File: src/rtl/cpuPkg.sv
package cpuPkg;

    localparam logic [31:0] RESET_PC = 32'hbfc0_0000;

    localparam logic [5:0] OP_RTYPE = 6'h00;
    localparam logic [5:0] OP_J     = 6'h02;
    localparam logic [5:0] OP_BEQ   = 6'h04;
    localparam logic [5:0] OP_BNE   = 6'h05;
    localparam logic [5:0] OP_ADDIU = 6'h09;
    localparam logic [5:0] OP_ANDI  = 6'h0c;
    localparam logic [5:0] OP_ORI   = 6'h0d;
    localparam logic [5:0] OP_LUI   = 6'h0f;
    localparam logic [5:0] OP_LW    = 6'h23;
    localparam logic [5:0] OP_SW    = 6'h2b;

    localparam logic [5:0] FN_SLL  = 6'h00;
    localparam logic [5:0] FN_ADDU = 6'h21;
    localparam logic [5:0] FN_SUBU = 6'h23;
    localparam logic [5:0] FN_AND  = 6'h24;
    localparam logic [5:0] FN_OR   = 6'h25;
    localparam logic [5:0] FN_XOR  = 6'h26;
    localparam logic [5:0] FN_SLT  = 6'h2a;

    typedef struct packed {
        logic [5:0] op;
        logic [4:0] rs;
        logic [4:0] rt;
        logic [4:0] rd;
        logic [4:0] shamt;
        logic [5:0] funct;
    } rFields;

    typedef struct packed {
        logic [5:0]  op;
        logic [4:0]  rs;
        logic [4:0]  rt;
        logic [15:0] imm;
    } iFields;

    // Same word seen as R-type or I-type
    typedef union packed {
        rFields r;
        iFields i;
    } instrWord;

    typedef enum logic [3:0] {
        ALU_ADD, ALU_SUB, ALU_AND, ALU_OR, ALU_XOR, ALU_SLT, ALU_SLL, ALU_LUI
    } aluOp;

    typedef enum logic [1:0] {
        FWD_NONE, FWD_MEM, FWD_WB
    } fwdSel;

    // An all-zero control word is a bubble
    typedef struct packed {
        logic regWrite;
        logic memRead;
        logic memWrite;
        logic aluSrcImm;
        aluOp alu;
    } ctrlWord;

    typedef struct packed {
        ctrlWord     ctrl;
        logic [31:0] pc;
        logic [4:0]  rs;
        logic [4:0]  rt;
        logic [4:0]  dest;
        logic [4:0]  shamt;
        logic [31:0] vs;
        logic [31:0] vt;
        logic [31:0] imm;
    } decExStage;

    typedef struct packed {
        ctrlWord     ctrl;
        logic [4:0]  dest;
        logic [31:0] aluOut;
        logic [31:0] storeData;
    } exMemStage;

    typedef struct packed {
        ctrlWord     ctrl;
        logic [4:0]  dest;
        logic [31:0] result;
    } memWbStage;

endpackage

File: src/rtl/busPkg.sv
package busPkg;

    // Instruction fetch request, one word per cycle
    typedef struct packed {
        logic        valid;
        logic [31:0] addr;
    } ibusReq;

    // The memory answers in the same cycle as the request
    typedef struct packed {
        logic [31:0] data;
    } ibusResp;

    // Data request; write selects a store, otherwise a load
    typedef struct packed {
        logic        valid;
        logic        write;
        logic [31:0] addr;
        logic [31:0] data;
    } dbusReq;

    // Load data, valid in the cycle of the request
    typedef struct packed {
        logic [31:0] data;
    } dbusResp;

endpackage
File: src/rtl/mipsCore.sv
`timescale 1ns/10ps

module mipsCore (
    input  logic            clk,
    input  logic            resetn,
    output busPkg::ibusReq  ireq,
    input  busPkg::ibusResp iresp,
    output busPkg::dbusReq  dreq,
    input  busPkg::dbusResp dresp
);
    logic [31:0]       pcF;
    logic [31:0]       pcD;
    cpuPkg::instrWord  instrD;
    cpuPkg::decExStage decEx;
    cpuPkg::exMemStage exMem;
    cpuPkg::exMemStage memView;
    cpuPkg::memWbStage memWb;

    cpuPkg::ctrlWord   ctrlD;
    logic [4:0]        rsD;
    logic [4:0]        rtD;
    logic [4:0]        destD;
    logic [4:0]        shamtD;
    logic [31:0]       immD;
    logic              branchTaken;
    logic [31:0]       branchTarget;
    logic              branchUse;
    logic [31:0]       vsD;
    logic [31:0]       vtD;
    logic [31:0]       vsFwdD;
    logic [31:0]       vtFwdD;
    logic [31:0]       vsFwdE;
    logic [31:0]       vtFwdE;
    logic              stall;
    logic [31:0]       aluOutE;
    logic [31:0]       storeDataE;
    logic [31:0]       memResult;

    fetchStage fetch_i (
        .clk(clk), .resetn(resetn), .stall(stall),
        .branchTaken(branchTaken), .branchTarget(branchTarget),
        .pc(pcF), .ireq(ireq)
    );

    decodeUnit decode_i (
        .instr(instrD), .pc(pcD), .vs(vsFwdD), .vt(vtFwdD),
        .ctrl(ctrlD), .rs(rsD), .rt(rtD), .dest(destD), .shamt(shamtD), .imm(immD),
        .branchTaken(branchTaken), .branchTarget(branchTarget)
    );

    regFile regs_i (
        .clk(clk), .ra1(rsD), .ra2(rtD),
        .we(memWb.ctrl.regWrite), .wa(memWb.dest), .wd(memWb.result),
        .rd1(vsD), .rd2(vtD)
    );

    assign branchUse = instrD.i.op == cpuPkg::OP_BEQ || instrD.i.op == cpuPkg::OP_BNE;

    // Load data is already back in the memory stage, so forwarding sees the final value
    assign memResult = exMem.ctrl.memRead ? dresp.data : exMem.aluOut;
    always_comb begin
        memView        = exMem;
        memView.aluOut = memResult;
    end

    hazardUnit hazard_i (
        .clk(clk), .resetn(resetn), .rsD(rsD), .rtD(rtD), .branchUse(branchUse),
        .exStage(decEx), .memStage(memView), .wbStage(memWb),
        .vsD(vsD), .vtD(vtD),
        .vsFwdD(vsFwdD), .vtFwdD(vtFwdD), .vsFwdE(vsFwdE), .vtFwdE(vtFwdE),
        .stall(stall)
    );

    aluUnit alu_i (
        .stage(decEx), .vs(vsFwdE), .vt(vtFwdE),
        .aluOut(aluOutE), .storeData(storeDataE)
    );

    always_ff @(posedge clk) begin
        if (!resetn) begin
            pcD    <= '0;
            instrD <= '0;
            decEx  <= '0;
            exMem  <= '0;
            memWb  <= '0;
        end else begin
            if (stall) begin
                decEx <= '0;
            end else begin
                pcD          <= pcF;
                instrD       <= iresp.data;
                decEx.ctrl   <= ctrlD;
                decEx.pc     <= pcD;
                decEx.rs     <= rsD;
                decEx.rt     <= rtD;
                decEx.dest   <= destD;
                decEx.shamt  <= shamtD;
                decEx.vs     <= vsFwdD;
                decEx.vt     <= vtFwdD;
                decEx.imm    <= immD;
            end
            exMem.ctrl      <= decEx.ctrl;
            exMem.dest      <= decEx.dest;
            exMem.aluOut    <= aluOutE;
            exMem.storeData <= storeDataE;
            memWb.ctrl      <= exMem.ctrl;
            memWb.dest      <= exMem.dest;
            memWb.result    <= memResult;
        end
    end

    assign dreq.valid = exMem.ctrl.memRead || exMem.ctrl.memWrite;
    assign dreq.write = exMem.ctrl.memWrite;
    assign dreq.addr  = exMem.aluOut;
    assign dreq.data  = exMem.storeData;

    // Only whole-word loads and stores exist
    assert property (@(posedge clk) disable iff (!resetn) dreq.valid |-> dreq.addr[1:0] == 2'b00);

endmodule

File: src/rtl/hazardUnit.sv
`timescale 1ns/10ps

module hazardUnit (
    input  logic              clk,
    input  logic              resetn,
    input  logic [4:0]        rsD,
    input  logic [4:0]        rtD,
    input  logic              branchUse,
    input  cpuPkg::decExStage exStage,
    input  cpuPkg::exMemStage memStage,
    input  cpuPkg::memWbStage wbStage,
    input  logic [31:0]       vsD,
    input  logic [31:0]       vtD,
    output logic [31:0]       vsFwdD,
    output logic [31:0]       vtFwdD,
    output logic [31:0]       vsFwdE,
    output logic [31:0]       vtFwdE,
    output logic              stall
);
    cpuPkg::fwdSel selSD;
    cpuPkg::fwdSel selTD;
    cpuPkg::fwdSel selSE;
    cpuPkg::fwdSel selTE;
    logic          loadUse;
    logic          branchWait;

    // The younger producer in memory wins over writeback
    function automatic cpuPkg::fwdSel pickSrc(input logic [4:0] r,
                                              input cpuPkg::exMemStage m,
                                              input cpuPkg::memWbStage w);
        if (r == 5'd0) begin
            return cpuPkg::FWD_NONE;
        end else if (m.ctrl.regWrite && m.dest == r) begin
            return cpuPkg::FWD_MEM;
        end else if (w.ctrl.regWrite && w.dest == r) begin
            return cpuPkg::FWD_WB;
        end
        return cpuPkg::FWD_NONE;
    endfunction

    function automatic logic [31:0] applyFwd(input cpuPkg::fwdSel sel, input logic [31:0] raw,
                                             input logic [31:0] memVal,
                                             input logic [31:0] wbVal);
        case (sel)
            cpuPkg::FWD_MEM: return memVal;
            cpuPkg::FWD_WB:  return wbVal;
            default:         return raw;
        endcase
    endfunction

    always_comb begin
        selSD  = pickSrc(rsD, memStage, wbStage);
        selTD  = pickSrc(rtD, memStage, wbStage);
        selSE  = pickSrc(exStage.rs, memStage, wbStage);
        selTE  = pickSrc(exStage.rt, memStage, wbStage);
        vsFwdD = applyFwd(selSD, vsD, memStage.aluOut, wbStage.result);
        vtFwdD = applyFwd(selTD, vtD, memStage.aluOut, wbStage.result);
        vsFwdE = applyFwd(selSE, exStage.vs, memStage.aluOut, wbStage.result);
        vtFwdE = applyFwd(selTE, exStage.vt, memStage.aluOut, wbStage.result);
    end

    assign loadUse = exStage.ctrl.memRead && exStage.dest != 5'd0 &&
                     (exStage.dest == rsD || exStage.dest == rtD);
    assign branchWait = branchUse && exStage.ctrl.regWrite && exStage.dest != 5'd0 &&
                        (exStage.dest == rsD || exStage.dest == rtD);
    assign stall = loadUse || branchWait;

    // The bubble put into execute by the core clears the cause within one cycle
    assert property (@(posedge clk) disable iff (!resetn) stall |=> !stall);

endmodule

File: src/rtl/aluUnit.sv
`timescale 1ns/10ps

module aluUnit (
    input  cpuPkg::decExStage stage,
    input  logic [31:0]       vs,
    input  logic [31:0]       vt,
    output logic [31:0]       aluOut,
    output logic [31:0]       storeData
);
    logic [31:0] opB;

    assign opB = stage.ctrl.aluSrcImm ? stage.imm : vt;

    always_comb begin
        case (stage.ctrl.alu)
            cpuPkg::ALU_ADD: aluOut = vs + opB;
            cpuPkg::ALU_SUB: aluOut = vs - opB;
            cpuPkg::ALU_AND: aluOut = vs & opB;
            cpuPkg::ALU_OR:  aluOut = vs | opB;
            cpuPkg::ALU_XOR: aluOut = vs ^ opB;
            cpuPkg::ALU_SLT: aluOut = {31'd0, $signed(vs) < $signed(opB)};
            // Shift amount comes from the instruction, not from rs
            cpuPkg::ALU_SLL: aluOut = vt << stage.shamt;
            cpuPkg::ALU_LUI: aluOut = {stage.imm[15:0], 16'd0};
            default:         aluOut = 32'd0;
        endcase
    end

    assign storeData = vt;

endmodule

File: src/rtl/regFile.sv
`timescale 1ns/10ps

module regFile (
    input  logic        clk,
    input  logic [4:0]  ra1,
    input  logic [4:0]  ra2,
    input  logic        we,
    input  logic [4:0]  wa,
    input  logic [31:0] wd,
    output logic [31:0] rd1,
    output logic [31:0] rd2
);
    logic [31:0] regs [32];

    always_ff @(posedge clk) begin
        if (we && wa != 5'd0) begin
            regs[wa] <= wd;
        end
    end

    // A same-cycle write is visible to decode without waiting a cycle
    always_comb begin
        if (ra1 == 5'd0) begin
            rd1 = 32'd0;
        end else if (we && wa == ra1) begin
            rd1 = wd;
        end else begin
            rd1 = regs[ra1];
        end
        if (ra2 == 5'd0) begin
            rd2 = 32'd0;
        end else if (we && wa == ra2) begin
            rd2 = wd;
        end else begin
            rd2 = regs[ra2];
        end
    end

endmodule

File: src/rtl/decodeUnit.sv
`timescale 1ns/10ps

module decodeUnit (
    input  cpuPkg::instrWord instr,
    input  logic [31:0]      pc,
    input  logic [31:0]      vs,
    input  logic [31:0]      vt,
    output cpuPkg::ctrlWord  ctrl,
    output logic [4:0]       rs,
    output logic [4:0]       rt,
    output logic [4:0]       dest,
    output logic [4:0]       shamt,
    output logic [31:0]      imm,
    output logic             branchTaken,
    output logic [31:0]      branchTarget
);
    logic [31:0] pcPlus4;
    logic [31:0] immSext;
    logic [25:0] jumpIndex;

    function automatic cpuPkg::ctrlWord ctrlOf(input logic wr, input logic ld,
                                              input logic st, input logic useImm,
                                              input cpuPkg::aluOp op);
        cpuPkg::ctrlWord c;
        c.regWrite  = wr;
        c.memRead   = ld;
        c.memWrite  = st;
        c.aluSrcImm = useImm;
        c.alu       = op;
        return c;
    endfunction

    assign pcPlus4   = pc + 32'd4;
    assign immSext   = {{16{instr.i.imm[15]}}, instr.i.imm};
    assign jumpIndex = {instr.r.rs, instr.r.rt, instr.r.rd, instr.r.shamt, instr.r.funct};
    assign rs        = instr.r.rs;
    assign rt        = instr.r.rt;
    assign shamt     = instr.r.shamt;

    // Unknown opcodes and functs fall out as a zero control word
    always_comb begin
        ctrl = '0;
        dest = instr.i.rt;
        imm  = immSext;
        case (instr.i.op)
            cpuPkg::OP_RTYPE: begin
                dest = instr.r.rd;
                case (instr.r.funct)
                    cpuPkg::FN_ADDU: ctrl = ctrlOf(1'b1, 1'b0, 1'b0, 1'b0, cpuPkg::ALU_ADD);
                    cpuPkg::FN_SUBU: ctrl = ctrlOf(1'b1, 1'b0, 1'b0, 1'b0, cpuPkg::ALU_SUB);
                    cpuPkg::FN_AND:  ctrl = ctrlOf(1'b1, 1'b0, 1'b0, 1'b0, cpuPkg::ALU_AND);
                    cpuPkg::FN_OR:   ctrl = ctrlOf(1'b1, 1'b0, 1'b0, 1'b0, cpuPkg::ALU_OR);
                    cpuPkg::FN_XOR:  ctrl = ctrlOf(1'b1, 1'b0, 1'b0, 1'b0, cpuPkg::ALU_XOR);
                    cpuPkg::FN_SLT:  ctrl = ctrlOf(1'b1, 1'b0, 1'b0, 1'b0, cpuPkg::ALU_SLT);
                    cpuPkg::FN_SLL:  ctrl = ctrlOf(1'b1, 1'b0, 1'b0, 1'b0, cpuPkg::ALU_SLL);
                    default:         ctrl = '0;
                endcase
            end
            cpuPkg::OP_ADDIU: ctrl = ctrlOf(1'b1, 1'b0, 1'b0, 1'b1, cpuPkg::ALU_ADD);
            cpuPkg::OP_ANDI: begin
                ctrl = ctrlOf(1'b1, 1'b0, 1'b0, 1'b1, cpuPkg::ALU_AND);
                imm  = {16'b0, instr.i.imm};
            end
            cpuPkg::OP_ORI: begin
                ctrl = ctrlOf(1'b1, 1'b0, 1'b0, 1'b1, cpuPkg::ALU_OR);
                imm  = {16'b0, instr.i.imm};
            end
            cpuPkg::OP_LUI: ctrl = ctrlOf(1'b1, 1'b0, 1'b0, 1'b1, cpuPkg::ALU_LUI);
            cpuPkg::OP_LW:  ctrl = ctrlOf(1'b1, 1'b1, 1'b0, 1'b1, cpuPkg::ALU_ADD);
            cpuPkg::OP_SW:  ctrl = ctrlOf(1'b0, 1'b0, 1'b1, 1'b1, cpuPkg::ALU_ADD);
            default:        ctrl = '0;
        endcase
    end

    // Targets are relative to the delay slot address
    always_comb begin
        branchTaken  = 1'b0;
        branchTarget = pcPlus4 + {immSext[29:0], 2'b00};
        case (instr.i.op)
            cpuPkg::OP_BEQ: branchTaken = (vs == vt);
            cpuPkg::OP_BNE: branchTaken = (vs != vt);
            cpuPkg::OP_J: begin
                branchTaken  = 1'b1;
                branchTarget = {pcPlus4[31:28], jumpIndex, 2'b00};
            end
            default: branchTaken = 1'b0;
        endcase
    end

endmodule

File: src/rtl/fetchStage.sv
`timescale 1ns/10ps

module fetchStage (
    input  logic           clk,
    input  logic           resetn,
    input  logic           stall,
    input  logic           branchTaken,
    input  logic [31:0]    branchTarget,
    output logic [31:0]    pc,
    output busPkg::ibusReq ireq
);
    logic [31:0] pcNext;

    // The branch sits in decode while its delay slot is fetched here,
    // so the redirect lands on the instruction after the slot
    always_comb begin
        if (stall) begin
            pcNext = pc;
        end else if (branchTaken) begin
            pcNext = branchTarget;
        end else begin
            pcNext = pc + 32'd4;
        end
    end

    always_ff @(posedge clk) begin
        if (!resetn) begin
            pc <= cpuPkg::RESET_PC;
        end else begin
            pc <= pcNext;
        end
    end

    assign ireq.valid = 1'b1;
    assign ireq.addr  = pc;

    assert property (@(posedge clk) disable iff (!resetn) ireq.addr[1:0] == 2'b00);

endmodule

File: config.mk
export PLATFORM = sky130hd
export DESIGN_NAME = mipsCore
export DESIGN_NICKNAME = d
export VERILOG_FILES = /design/src/rtl/cpuPkg.sv /design/src/rtl/busPkg.sv /design/src/rtl/mipsCore.sv /design/src/rtl/hazardUnit.sv /design/src/rtl/aluUnit.sv /design/src/rtl/regFile.sv /design/src/rtl/decodeUnit.sv /design/src/rtl/fetchStage.sv
export SDC_FILE = /design/constraint.sdc
export NUM_CORES = 2
export LEC_CHECK = 0
export BUFFER_PORTS_ARGS = -buffer_cell sky130_fd_sc_hd__buf_2
export CAP_MARGIN = 20
export CORE_MARGIN = 1.5
export CORE_UTILIZATION = 65
export DETAILED_ROUTE_END_ITERATION = 8
export PLACE_DENSITY = 0.84
export SYNTH_ARGS = -nofsm -noshare
export SYNTH_HDL_FRONTEND = slang
export SYNTH_SLANG_ARGS = --single-unit
File: constraint.sdc
create_clock -name clk -period 9.6 [get_ports clk]
set_input_delay 1.92 -clock clk [delete_from_list [all_inputs] [get_ports clk]]
set_output_delay 1.92 -clock clk [all_outputs]
set_load 0.1 [all_outputs]
# After elaboration in Yosys (flattened, before gate mapping)
# Memory sizes are Yosys's and may differ from the RTL's. A register that Yosys moved wholly into a read port is not among the register bits.
# Cells that the tools add are included.
# totals
reg_bits	315
ramBits	1024
in_bits	66
output_inout_bits	99
elab_cells	159
mem_count	1
# memory_table
memory	depth	width	read_ports	rd_ports_with_merged_regs	write_ports	line	text
regs_i.regs	32	32	2	2	1	regFile.sv:13	logic [31:0] regs [32];
# classes
n_addsub	5
magnitude_cmp	1
n_eq_ne	42
shifts	1
n_mux	51
bitwise	4
reduce_logical	29
# ops
cell	n
32-bit two-way mux	8
32-bit one-hot mux with 2 select lines	4
32-bit one-hot mux with 8 select lines	1
8-bit one-hot mux with 7 select lines	2
32-bit by 3-bit adder with 32-bit output, second input constant	2
32-bit adder	2
5-bit equality test	10
6-bit equality test, second input constant	8
32-bit AND	1
32-bit equality test	1
32-bit < comparator	1
2-bit two-way mux	16
32-bit != test	1
32-bit OR	1
32-bit by 5-bit << shifter with 32-bit output	1
32-bit subtractor	1
32-bit XOR	1
5-bit two-way mux	5
6-bit by 4-bit equality test with 1-bit output, second input constant	4
5-bit logical NOT	4
4-bit by 3-bit equality test with 1-bit output, second input constant	4
1-bit logical AND	14
1-bit two-way mux	14
6-bit by 3-bit equality test with 1-bit output, second input constant	2
13 further kinds	25

# Logic depth before layout (Yosys ltp)
# logic_depth
depth_word	11
mapped_depth	26
depth_no_buf	24

# By module
# Synthesis repeated with hierarchy kept, for this count alone.
# hier_totals
hier_cells	5705
area_unflattened_um2	75448.6
# by_module_without_submodules
mod	instances	cells_per_inst	area_each_um2	seq_area_each_um2
regFile	1	2520	47869.7	30749.5
mipsCore	1	897	10757.8	6846.6
aluUnit	1	1054	7164.4	0.0
hazardUnit	1	411	3776.1	0.0
decodeUnit	1	523	3545.9	0.0
fetchStage	1	300	2334.7	640.6

# Worst setup path before layout
# OpenSTA, ideal clock, no wires.
# synth_path
kind	in2reg
startpoint	input port dresp[5] (netlist name)
endpoint	register exMem, in the netlist dreq[63]
setup_time_ns	0.074
arrival_ns	6.044
required_time_ns	9.526
slack_ns	3.482
path_stages	19
n_path_buf	1
cell_sequence	mux2_2 and2_1 a221o_1 mux2_2 ha_1 clkbuf_1 nand2b_1 a21o_1 and2_1 o31a_1 o41a_1 a21oi_1 o21ai_0 a221o_1 o22ai_1 o22ai_1 a31o_2 or4_1 a31oi_1
# synth_between
elab_chain_cells	5
elab_cells_between_ends	8
cone_classes	add/sub (2); shift (1); mux (5)
# synth_rtl
item	line	text
from (decl)	mipsCore.sv:9	input busPkg::dbusResp dresp
32-bit two-way mux *	mipsCore.sv:60	assign memResult = exMem.ctrl.memRead ? dresp.data : exMem.aluOut;
32-bit one-hot mux with 2 select lines	hazardUnit.sv:44	case (sel)
32-bit two-way mux	aluUnit.sv:12	assign opB = stage.ctrl.aluSrcImm ? stage.imm : vt;
32-bit subtractor / 32-bit adder (equally long branches)	aluUnit.sv:17, aluUnit.sv:16	
32-bit one-hot mux with 8 select lines *	aluUnit.sv:15	case (stage.ctrl.alu)
to (decl)	mipsCore.sv:15	cpuPkg::exMemStage exMem;
# Every way passes the cells marked *; elsewhere a longest branch is shown, timed or not.
# A chain may end at the register's enable or synchronous reset.

==> out/qor.yml <==
io_buffers: 163
synth_warnings: 0
setup_viol: 0
setup_slack_ns: 2.065
p_per_area_mw_per_mm2: 184.4
yosysTopAreaCell: "edfxtp_1"
detail_route.wl_per_cell_um: 37.48
cpPeakStageDelay_ns: 0.85
hold_class: "flip-flop to flip-flop"
ios: 165
drt_iter0_drc: 9444
synth_cell_types: 95
antenna_left: 0
cp-start-kind: "flip-flop"
antenna_found_initial: 7
fin_crit_sh_pct: 78.49
path_delay_family: "simple AND/OR/NAND/NOR gates"
slowest_stage: "dfxtp_4"
synth_area_mm2: 0.07119
ir_drop_mv: 0.1853
syn2layout_area_growth_pct: 9.182
postCtsHoldBufs: 0
synth_top_area_share_pct: 43.20
vias_per_cell: 7.867
dpl.hpwl_mm: 153.7
path_class: "flip-flop to flip-flop"
grt_overflow_total: 0
grt_usage_pct: 46.04
core_mm2: 0.1087
synth_cells: 5327
grt_pass1_wl_mm: 367.7
preCtsSetupSlack_ns: 2.476
slew_violations: 0
worstPathArrival_ns: 8.19
num_vias: 54049
total_power_mw: 14.33
die-area_mm2: 0.1115
ys_top_cells_by_area: "edfxtp_1 (43%), mux4_2 (17%), dfxtp_1 (9.0%)"
fin_tns_setup_ns: 0
p_leak_nw: 26.82
path_cells: "buf_4 -> mux4_2 -> mux4_2 -> and2_0 -> o21ai_0 -> a31oi_1 -> xor2_1 -> nor4_1 -> nand4_1 -> or3_4 -> a211oi_4 -> buf_4 -> o22ai_1 -> a2111oi_2"
hold_slack_ns: 0.4341
cts_sinks: 1343
wl_mm: 257.5
critPathBufInv: 2
status: "finished clean"
synth_edf_count: 1024
worst_pin_slew_ns: 1.239
ys_seq_area_share_pct: 52.17
fin_skew_ns: 0.04919
required_ns: 10.25
route.detailed.drc: 0
grt_setup_unrepaired: "no"
clockBufferDepth: 3
cts.clk_slew.worst_paths_ns: 0.06
finalCriticalPeriod_ns: 7.535
cp_max_fo: 80
n_fill_cell: 6839
fmax_ghz: 0.1327
syn_area_per_cell_um2: 13.36
final_cell_count_no_fill: 6870
h-tree-depth: 4
die_h_um: 333.9
cts_tree: "built"
clock-root-buffer: "clkbuf_16"
dp.cells: 6619
firstDrtPassIters: 7
maxCapViolCount: 0
std_cell_rows: 121
grt_max_degree: 116
synthArstFlopShare_pct: 0
min_from: "decEx[153]"
cts-buffers-inserted: 138
clkLatencyLatePin_ns: 0.80
ys_seq_elements: 1343
post_cts_buffers: 0
final_net_count: 5555
chipWidth_um: 333.9
grt_pass1_vias: 52366
slew_headroom_pct: 16.51
mostFrequentLayoutCells: "edfxtp_1 (1,024), mux4_2 (548), nand2_1 (374)"
layout_commonest_cell: "edfxtp_1"
worst_setup_path_end_kind: "flip-flop"
hold_viol: 0
floorplan.initialDensity_pct: 65.49
layout-drive-gt1-share_pct: 22.68
gp_congestion: 1.055
ctsResizeCount: 0
synth_flop_cell: "edfxtp_1"
-- layout make-up --
class / count / area [um2] / area share (%)
clock inverters: 69 / 845.8 / 1.088
repair buffers: 322 / 2152 / 2.769
inverters: 133 / 501.7 / 0.6455
flip-flops and latches: 1343 / 37170 / 47.82
well taps: 1414 / 1769 / 2.276
multi-input cells: 3411 / 31540 / 40.58
clock buffers: 175 / 3737 / 4.809
diodes: 3 / 7.507 / 0.009659
-- cell families (layout without fill, tap and decap cells) --
group           after synthesis  in the layout  synth area share, %
compound gates             1130           1130                11.12
xor+xnor                    152            152                1.870
fa+ha+maj                   141            141                2.506
buf+inv                     604            699                4.132
flops                      1343           1343                52.17
mux                         733            733                20.02
other cells                   2             36              0.01055
simple gates               1222           1222                8.178
-- cell usage after synthesis (24+ instances only) --
cell type	count
a221oi_1	74
nor2b_1	34
buf_6	25
mux2i_1	138
o21a_1	29
nor3_1	77
edfxtp_1	1024
o21ai_0	160
a221o_1	78
buf_4	90
a21o_1	42
a22oi_1	122
xor2_1	73
nor2_1	327
o22ai_1	52
nand2_1	375
nand3_1	58
a211oi_1	43
buf_2	43
and2_1	98
nand2b_1	25
inv_1	123
a21oi_1	260
mux4_2	548
and3_1	83
nor4_1	26
mux2_2	47
clkbuf_1	277
buf_1	28
o21bai_1	25
xnor2_1	79
a31oi_1	40
nand4_1	24
ha_1	137
dfxtp_1	319
-- power by group --
group | switching, mW | total [mW] | leakage (nW) | internal [mW]
registers | 0.136 | 6.52 | 12.1 | 6.38
clock network | 2.42 | 5.60 | 2.24 | 3.18
logic | 1.47 | 2.22 | 12.5 | 0.745
total | 4.03 | 14.3 | 26.8 | 10.3
-- path summary, 6_finish.rpt --
kind	to	slack, ns	depth (start not counted)
max	fetch_i.pc[8]	2.07	14
min	dreq[64]	0.43	1
max reg2reg	fetch_i.pc[8]	2.07	14
min reg2reg	dreq[64]	0.43	1
-- state kept, by name (all words and copies together) (netlist names), named ones only --
register,cells
pcD,32
instrD,32
memWb,38
exMem,7
regs_i.regs,1024
decEx,103
fetch_i.pc,32
dreq,65
-- layer usage --
metal  wire length [um]  part of all wire (%)  vias up  track usage, %
met5                154                 0.060        -          0.7816
met4              22770                   8.8        6           31.80
met3              37890                    15     1523           15.85
met2             114400                    44     5511           69.32
met1              82290                    32    26050           56.13
li1                   -                     -    20959               -
-- through the flow --
stage	util, %	area (um2)
global placement	67.17	73020
floorplan	-	71300
global route	71.49	77720
detailed placement	67.17	73020
finish	71.50	77720
CTS	71.39	77600
No activity file was read; power rests on OpenSTA's default activity.
